--- src/hw/fifo_cfg_pkg.sv ---
// fifo configuration package
// word width, RAM depth and the vector types that carry them
// shared by the pointer counter, the RAM, the output stage and the top

package fifo_cfg_pkg;

  ////////////////////////////////////////////////////////////
  // sizes
  ////////////////////////////////////////////////////////////

  localparam int data_w    = 32;           // stored word width
  localparam int addr_w    = 4;            // RAM address bits
  localparam int ram_depth = 1 << addr_w;  // RAM words, power of two

  ////////////////////////////////////////////////////////////
  // vector types
  ////////////////////////////////////////////////////////////

  // one payload word as written and as read
  typedef logic [data_w-1:0] data_t;

  // RAM address, wraps at ram_depth
  typedef logic [addr_w-1:0] addr_t;

  // stored-word count, one extra bit so a full RAM fits
  typedef logic [addr_w:0] level_t;

endpackage

--- src/hw/fifo_state_pkg.sv ---
// prefetch state package
// occupancy of the output stage, counting held words plus RAM reads in flight

package fifo_state_pkg;

  // words owned by the output side, never more than two
  typedef enum logic [1:0] {
    pf_none = 2'd0,  // nothing held, nothing in flight
    pf_one  = 2'd1,  // one word held or in flight
    pf_two  = 2'd2   // output side full, prefetch stalls
  } pf_state_t;

  // state after rd_rst
  localparam pf_state_t pf_reset_state = pf_none;

endpackage

--- src/hw/fifo_ptr_ctrl.sv ---
// fifo pointer control
// write and read RAM pointers plus a stored-word level counter
// full and empty come from registered compares of the next level
// the only place where writes are qualified against full

module fifo_ptr_ctrl
  import fifo_cfg_pkg::*;
(
  input  logic  rd_clk,
  input  logic  rd_rst,
  input  logic  wr_en,      // write request from outside
  input  logic  ram_rd_en,  // RAM read issued by prefetch
  output logic  wr_vld,     // RAM not full
  output logic  wr_ok,      // qualified write strobe
  output addr_t wr_addr,
  output addr_t rd_addr,
  output logic  empty       // RAM holds no word
);

  level_t level;      // words in RAM
  level_t level_nxt;  // level after this edge
  logic   full_q;     // registered full flag
  logic   empty_q;    // registered empty flag

  ////////////////////////////////////////////////////////////
  // write qualification
  ////////////////////////////////////////////////////////////

  assign wr_ok  = wr_en & wr_vld;  // drop writes while full
  assign wr_vld = ~full_q;
  assign empty  = empty_q;

  ////////////////////////////////////////////////////////////
  // level counter
  ////////////////////////////////////////////////////////////

  always_comb
  begin
    case ({wr_ok, ram_rd_en})
      2'b10:   level_nxt = level + level_t'(1);  // store only
      2'b01:   level_nxt = level - level_t'(1);  // read only
      default: level_nxt = level;                // both or neither
    endcase
  end

  always_ff @(posedge rd_clk or posedge rd_rst)
  begin
    if (rd_rst)
    begin
      level   <= '0;
      full_q  <= 1'b0;   // wr_vld high out of reset
      empty_q <= 1'b1;
    end
    else
    begin
      level   <= level_nxt;
      full_q  <= (level_nxt == level_t'(ram_depth));  // flag follows strobe by one
      empty_q <= (level_nxt == '0);
    end
  end

  ////////////////////////////////////////////////////////////
  // pointers
  ////////////////////////////////////////////////////////////

  always_ff @(posedge rd_clk or posedge rd_rst)
  begin
    if (rd_rst)
    begin
      wr_addr <= '0;
      rd_addr <= '0;
    end
    else
    begin
      if (wr_ok)
        wr_addr <= wr_addr + addr_t'(1);  // natural wrap at depth
      if (ram_rd_en)
        rd_addr <= rd_addr + addr_t'(1);
    end
  end

endmodule

--- src/hw/fifo_sdpram.sv ---
// simple dual-port RAM
// synchronous write port, read port with one cycle latency
// read register only loads under ram_rd_en so data holds between reads

module fifo_sdpram
  import fifo_cfg_pkg::*;
(
  input  logic  rd_clk,
  input  logic  wr_ok,      // qualified write
  input  addr_t wr_addr,
  input  data_t wr_data,
  input  logic  ram_rd_en,  // read enable, also clock enable of ram_dat
  input  addr_t rd_addr,
  output data_t ram_dat     // registered read data
);

  data_t mem [ram_depth];  // storage array

  ////////////////////////////////////////////////////////////
  // write port
  ////////////////////////////////////////////////////////////

  always_ff @(posedge rd_clk)
  begin
    if (wr_ok)
      mem[wr_addr] <= wr_data;
  end

  ////////////////////////////////////////////////////////////
  // read port
  ////////////////////////////////////////////////////////////

  // read and write never hit the same word, the pointers keep them apart
  always_ff @(posedge rd_clk)
  begin
    if (ram_rd_en)
      ram_dat <= mem[rd_addr];  // latency 1
  end

endmodule

--- src/hw/prefetch_ctrl.sv ---
// prefetch control
// issues RAM reads ahead of demand so the output stage stays topped up
// tracks held words plus reads in flight, never more than two

module prefetch_ctrl
  import fifo_state_pkg::*;
(
  input  logic rd_clk,
  input  logic rd_rst,
  input  logic empty,        // RAM holds no word
  input  logic pop,          // head word consumed this cycle
  output logic ram_rd_en,    // issue a RAM read
  output logic ram_dat_vld   // RAM data valid, ram_rd_en delayed
);

  pf_state_t state;       // current occupancy
  pf_state_t state_nxt;
  logic      room;        // space for one more word

  ////////////////////////////////////////////////////////////
  // read issue
  ////////////////////////////////////////////////////////////

  assign room      = (state != pf_two) | pop;  // pop frees a slot this edge
  assign ram_rd_en = ~empty & room;

  ////////////////////////////////////////////////////////////
  // occupancy FSM
  ////////////////////////////////////////////////////////////

  always_comb
  begin
    state_nxt = state;  // hold on both or neither
    if (ram_rd_en & ~pop)
    begin
      case (state)
        pf_none: state_nxt = pf_one;
        pf_one:  state_nxt = pf_two;
        default: state_nxt = state;  // no issue from pf_two without pop
      endcase
    end
    else if (pop & ~ram_rd_en)
    begin
      case (state)
        pf_two:  state_nxt = pf_one;
        pf_one:  state_nxt = pf_none;
        default: state_nxt = state;  // pop implies a held word
      endcase
    end
  end

  always_ff @(posedge rd_clk or posedge rd_rst)
  begin
    if (rd_rst)
      state <= pf_reset_state;
    else
      state <= state_nxt;
  end

  ////////////////////////////////////////////////////////////
  // returning data tag
  ////////////////////////////////////////////////////////////

  // matches the one cycle RAM read latency
  always_ff @(posedge rd_clk or posedge rd_rst)
  begin
    if (rd_rst)
      ram_dat_vld <= 1'b0;
    else
      ram_dat_vld <= ram_rd_en;
  end

endmodule

--- src/hw/out_reg_fifo.sv ---
// output register FIFO
// two entries, head drives the read port directly (first word fall through)
// push and pop in the same cycle are allowed, space is assured by prefetch

module out_reg_fifo
  import fifo_cfg_pkg::*;
(
  input  logic  rd_clk,
  input  logic  rd_rst,
  input  logic  in_vld,   // returning RAM word
  input  data_t in_data,
  input  logic  rd_en,    // reader pop request
  output data_t rd_data,  // head word
  output logic  rd_vld,   // head valid
  output logic  pop       // head consumed this cycle
);

  data_t head_dat;
  data_t tail_dat;
  logic  head_vld;
  logic  tail_vld;

  assign pop     = rd_vld & rd_en;  // rd_en alone does nothing
  assign rd_vld  = head_vld;
  assign rd_data = head_dat;

  ////////////////////////////////////////////////////////////
  // valid bits
  ////////////////////////////////////////////////////////////

  always_ff @(posedge rd_clk or posedge rd_rst)
  begin
    if (rd_rst)
    begin
      head_vld <= 1'b0;
      tail_vld <= 1'b0;
    end
    else
    begin
      case ({in_vld, pop})
        2'b10:   {head_vld, tail_vld} <= {1'b1, head_vld};  // fill head first
        2'b01:   {head_vld, tail_vld} <= {tail_vld, 1'b0};  // tail moves up
        default: {head_vld, tail_vld} <= {head_vld, tail_vld};
      endcase
    end
  end

  ////////////////////////////////////////////////////////////
  // payload
  ////////////////////////////////////////////////////////////

  always_ff @(posedge rd_clk)
  begin
    if (pop)
    begin
      head_dat <= tail_vld ? tail_dat : in_data;  // next head
      if (in_vld & tail_vld)
        tail_dat <= in_data;
    end
    else if (in_vld)
    begin
      if (head_vld)
        tail_dat <= in_data;
      else
        head_dat <= in_data;
    end
  end

endmodule

--- src/hw/prefetch_fifo.sv ---
// prefetch FIFO top level
// RAM bulk storage with a two-word register stage in front of the reader
// writer sees wr_en/wr_vld, reader sees rd_vld/rd_en, single clock

module prefetch_fifo
  import fifo_cfg_pkg::*;
(
  input  logic  rd_clk,
  input  logic  rd_rst,
  input  data_t wr_data,
  input  logic  wr_en,
  output logic  wr_vld,   // not full
  output data_t rd_data,
  input  logic  rd_en,
  output logic  rd_vld    // head word present
);

  logic  wr_ok;        // qualified write
  addr_t wr_addr;
  addr_t rd_addr;
  logic  empty;        // RAM empty
  logic  ram_rd_en;    // prefetch read
  logic  ram_dat_vld;  // read data returning
  data_t ram_dat;
  logic  pop;          // head consumed

  ////////////////////////////////////////////////////////////
  // RAM side
  ////////////////////////////////////////////////////////////

  fifo_ptr_ctrl u_ptr_ctrl (
    .rd_clk    (rd_clk),
    .rd_rst    (rd_rst),
    .wr_en     (wr_en),
    .ram_rd_en (ram_rd_en),
    .wr_vld    (wr_vld),
    .wr_ok     (wr_ok),
    .wr_addr   (wr_addr),
    .rd_addr   (rd_addr),
    .empty     (empty)
  );

  fifo_sdpram u_ram (
    .rd_clk    (rd_clk),
    .wr_ok     (wr_ok),
    .wr_addr   (wr_addr),
    .wr_data   (wr_data),
    .ram_rd_en (ram_rd_en),
    .rd_addr   (rd_addr),
    .ram_dat   (ram_dat)
  );

  ////////////////////////////////////////////////////////////
  // reader side
  ////////////////////////////////////////////////////////////

  prefetch_ctrl u_pf_ctrl (
    .rd_clk      (rd_clk),
    .rd_rst      (rd_rst),
    .empty       (empty),
    .pop         (pop),
    .ram_rd_en   (ram_rd_en),
    .ram_dat_vld (ram_dat_vld)
  );

  out_reg_fifo u_out_fifo (
    .rd_clk  (rd_clk),
    .rd_rst  (rd_rst),
    .in_vld  (ram_dat_vld),
    .in_data (ram_dat),
    .rd_en   (rd_en),
    .rd_data (rd_data),
    .rd_vld  (rd_vld),
    .pop     (pop)
  );

endmodule

--- config.mk ---
export PLATFORM = sky130hd
export DESIGN_NAME = prefetch_fifo
export DESIGN_NICKNAME = d
export VERILOG_FILES = /design/src/hw/fifo_cfg_pkg.sv /design/src/hw/fifo_state_pkg.sv /design/src/hw/fifo_ptr_ctrl.sv /design/src/hw/fifo_sdpram.sv /design/src/hw/prefetch_ctrl.sv /design/src/hw/out_reg_fifo.sv /design/src/hw/prefetch_fifo.sv
export SDC_FILE = /design/constraint.sdc
export NUM_CORES = 1
export LEC_CHECK = 0
export BUFFER_PORTS_ARGS = -buffer_cell sky130_fd_sc_hd__buf_2
export CAP_MARGIN = 5
export CELL_PAD_IN_SITES_DETAIL_PLACEMENT = 0
export CELL_PAD_IN_SITES_GLOBAL_PLACEMENT = 1
export CORE_ASPECT_RATIO = 0.5
export CORE_MARGIN = 3
export CORE_UTILIZATION = 25
export DETAILED_ROUTE_END_ITERATION = 16
export MAX_ROUTING_LAYER = met4
export PLACE_DENSITY = 0.5
export SLEW_MARGIN = 20
export SYNTH_ARGS = -nofsm -noshare
export SYNTH_HDL_FRONTEND = slang
export SYNTH_SLANG_ARGS = --single-unit
export TNS_END_PERCENT = 20
--- constraint.sdc ---
create_clock -name rd_clk -period 10.45 [get_ports rd_clk]
set_clock_uncertainty 0.05 [all_clocks]
set_input_delay 2.09 -clock rd_clk [delete_from_list [all_inputs] [get_ports rd_clk]]
set_output_delay 2.09 -clock rd_clk [all_outputs]
set_load 0.005 [all_outputs]
==> flow_summary.ini <==
[clock_tree]
cts_tree = built
holdBufCountCts = 0
cts_sinks = 628
post_cts_buffers = 0
clkTransAtPathRegs_ns = 0.06
numCtsBuffers = 61
clockBufferDepth = 3
htreeDepth = 2
cts_resized = 0
clockRootBuffer = clkbuf_16
clk_latency_ns = 0.61

[detailed_routing]
viasPerCell = 4.25
drc_errors = 0
wl_per_cell_um = 21.9
firstDrtPassIters = 7
first_iter_violations = 897
routed_wl_um = 52300
vias = 10200
drtAntennaViolNets = 0

[critical_path]
max_stage_delay_ns = 0.90
worst_ep_required_time_ns = 10.65
r2r_cells = 4
startpoint = wr_en
end_kind = flip-flop
worstReg2RegEnd = u_ram.mem[0][22]
startpoint_type = input port
cp_slowest_cell = nor3_2
crit_chain = buf_2 > nor2b_1 > nand2_1 > nor3_2 > buf_4
cp-endpoint = u_ram.mem[0][22]
r2r_setup_slack_ns = 7.13
crit_fanout = 23
crit_arrival_ns = 4.72
path_class = in -> reg
r2r_start = u_ptr_ctrl.full_q

[timing]
worstMarginPinSlew_ns = 1.07
fin_setup_tns_ns = 0
finalSetupViolCount = 0
fin_ws_ns = 5.93
finalHoldViolCount = 0
finalMaxSlewViolations = 0
post-route-period-util_pct = 43.2
fmax_ghz = 0.221
slew_headroom_pct = 28.3
whs_ns = 0.399
finalCriticalPeriod_ns = 4.52
grt_setup_unrepaired = no

[placed_design]
dp.cells = 2278
place.gp.congestion = 0.741
dp_hpwl_um = 28100
place_ws_ns = 5.27
port_buffers = 69

[logic_synthesis]
ys_top_cells_by_area = edfxtp_1, mux4_2, dfrtp_1
yosys.area.top_type = edfxtp_1
synth_simple_gate_area_share_pct = 1.02
ys_seq_area_share_pct = 79.1
synth_edf_count = 608
yosysUniqueCellTypes = 38
ys.flop_type = edfxtp_1
synth_fa_ha_area_share_pct = 0.686
avgSynthCellArea_um2 = 24.2
yosys-top-cells-count = edfxtp_1, mux4_2, mux2_2
async_reset_ff_share_pct = 3.18
synth_top_family_by_area = multiplexers
syn_inst = 979
yosysMostFrequentCell = edfxtp_1
netlist.area_leader.share_pct = 77.0
synth-compound-area-share_pct = 0.522
muxShareOfSynthArea_pct = 16.9
synthXorXnorAreaFrac_pct = 0.406
ys_warn_count = 0
synth_seq_cells = 628
syn_nets = 1028
synth_area_um2 = 23700

[floorplanning]
die-area_um2 = 98800
ios = 70
initial_utilization_pct = 25.4
core_area_um2 = 93500
dieHeight_um = 224
rows = 79
dieWidth_um = 442

[cells_and_area]
fillers = 9065
syn2layout_area_growth_pct = 16.6
drive_above_1_share_pct = 35.0
final_cells = 2394
final_nets = 1137
fin_util_pct = 29.6

[grt]
grt_pass1_wl_um = 76900
grt.overflow.total = 0
grt_pass1_vias = 11100
antenna_found_initial = 5
grt_max_degree = 69
gr-usage-all-layers_pct = 10.9

[pwr]
power_density_nw_per_um2 = 275
p_leak_uw = 0.00867
peakVddDrop_uv = 129

[outcome]
status = completed

[min_path]
min_path_type = reg -> reg

[job]
cap_violations = 0
[metal layers]
layer | GRT usage (%) | share of wire, %
met1 | 13.9 | 44
met2 | 18.3 | 50
met3 | 1.56 | 3.8
met4 | 2.53 | 1.9
met5 | - | 0
[worst min-delay path by stage]
stage / from / to / cells past startpoint
2_1_floorplan: u_ram.ram_dat[0] / u_out_fifo.tail_dat[0] / 0
3_3_place_gp: u_ram.ram_dat[30] / u_out_fifo.tail_dat[30] / 0
6_report: u_ram.ram_dat[25] / u_out_fifo.tail_dat[25] / 0
5_1_grt: u_ram.ram_dat[25] / u_out_fifo.tail_dat[25] / 0
4_1_cts: u_ram.ram_dat[14] / u_out_fifo.tail_dat[14] / 0
3_5_place_dp: u_ram.ram_dat[14] / u_out_fifo.tail_dat[14] / 0
[cell families after synthesis]
family,count (synthesis)
flops,628
mux,197
buf+inv,60
simple gates,51
compound gates,19
fa+ha+maj,13
xor+xnor,11
[worst max-delay path: cells and delay by family]
family | cells | cell delay (ns)
AND/OR/NAND/NOR | 3 | 1.90
buffers and inverters | 2 | 0.68
[cell type report]
class                   instances  area (um^2)  area share [%]
clock buffers                  74         1580            5.70
multi-input cells             291         4790            17.3
clock inverters                38          333            1.20
repair buffers                 95          573            2.07
diodes                          2         5.00          0.0181
inverters                      11         41.3           0.149
flip-flops and latches        628        18800            67.9
well taps                    1255         1570            5.68
[power breakdown]
group	switching, uW	internal [uW]
Sequential	223	3330
Clock	915	1210
Combinational	1000	932
[through the flow]
stage	area (um^2)	power (uW)
after floorplan	23700	4910
after global placement	25700	5560
after detailed placement	25700	5600
after CTS	27600	7750
after global routing	27700	7990
final	27700	7620
[flip-flops by register name, summed over array words and instances (netlist names)]
| name | count |
|---|---|
| u_ram.mem | 512 |
| u_out_fifo.rd_data | 32 |
| u_out_fifo.tail_dat | 32 |
| u_ram.ram_dat | 32 |
| u_ptr_ctrl.level | 5 |
| u_ptr_ctrl.rd_addr | 4 |
| u_ptr_ctrl.wr_addr | 4 |
| u_pf_ctrl.state | 2 |
| u_out_fifo.rd_vld | 1 |
| u_out_fifo.tail_vld | 1 |
| u_pf_ctrl.ram_dat_vld | 1 |
| u_ptr_ctrl.empty | 1 |
| u_ptr_ctrl.full_q | 1 |
[layout by cell type, fill, tap and decap left out, types with 3 or more instances in the layout]
cell,count
nor2b_1,3
bufinv_16,6
clkinv_1,16
xor2_1,3
o21ai_0,3
ha_1,13
nor3_2,4
clkinv_2,12
xnor2_1,8
nor2_1,8
mux2_2,35
mux4_2,160
nand2_1,10
a21oi_1,5
buf_4,24
inv_1,11
dfrtp_1,15
clkbuf_1,13
clkbuf_16,61
buf_2,69
nor2_4,12
edfxtp_1,608
Note: power is estimated with default switching activity, not from simulation.
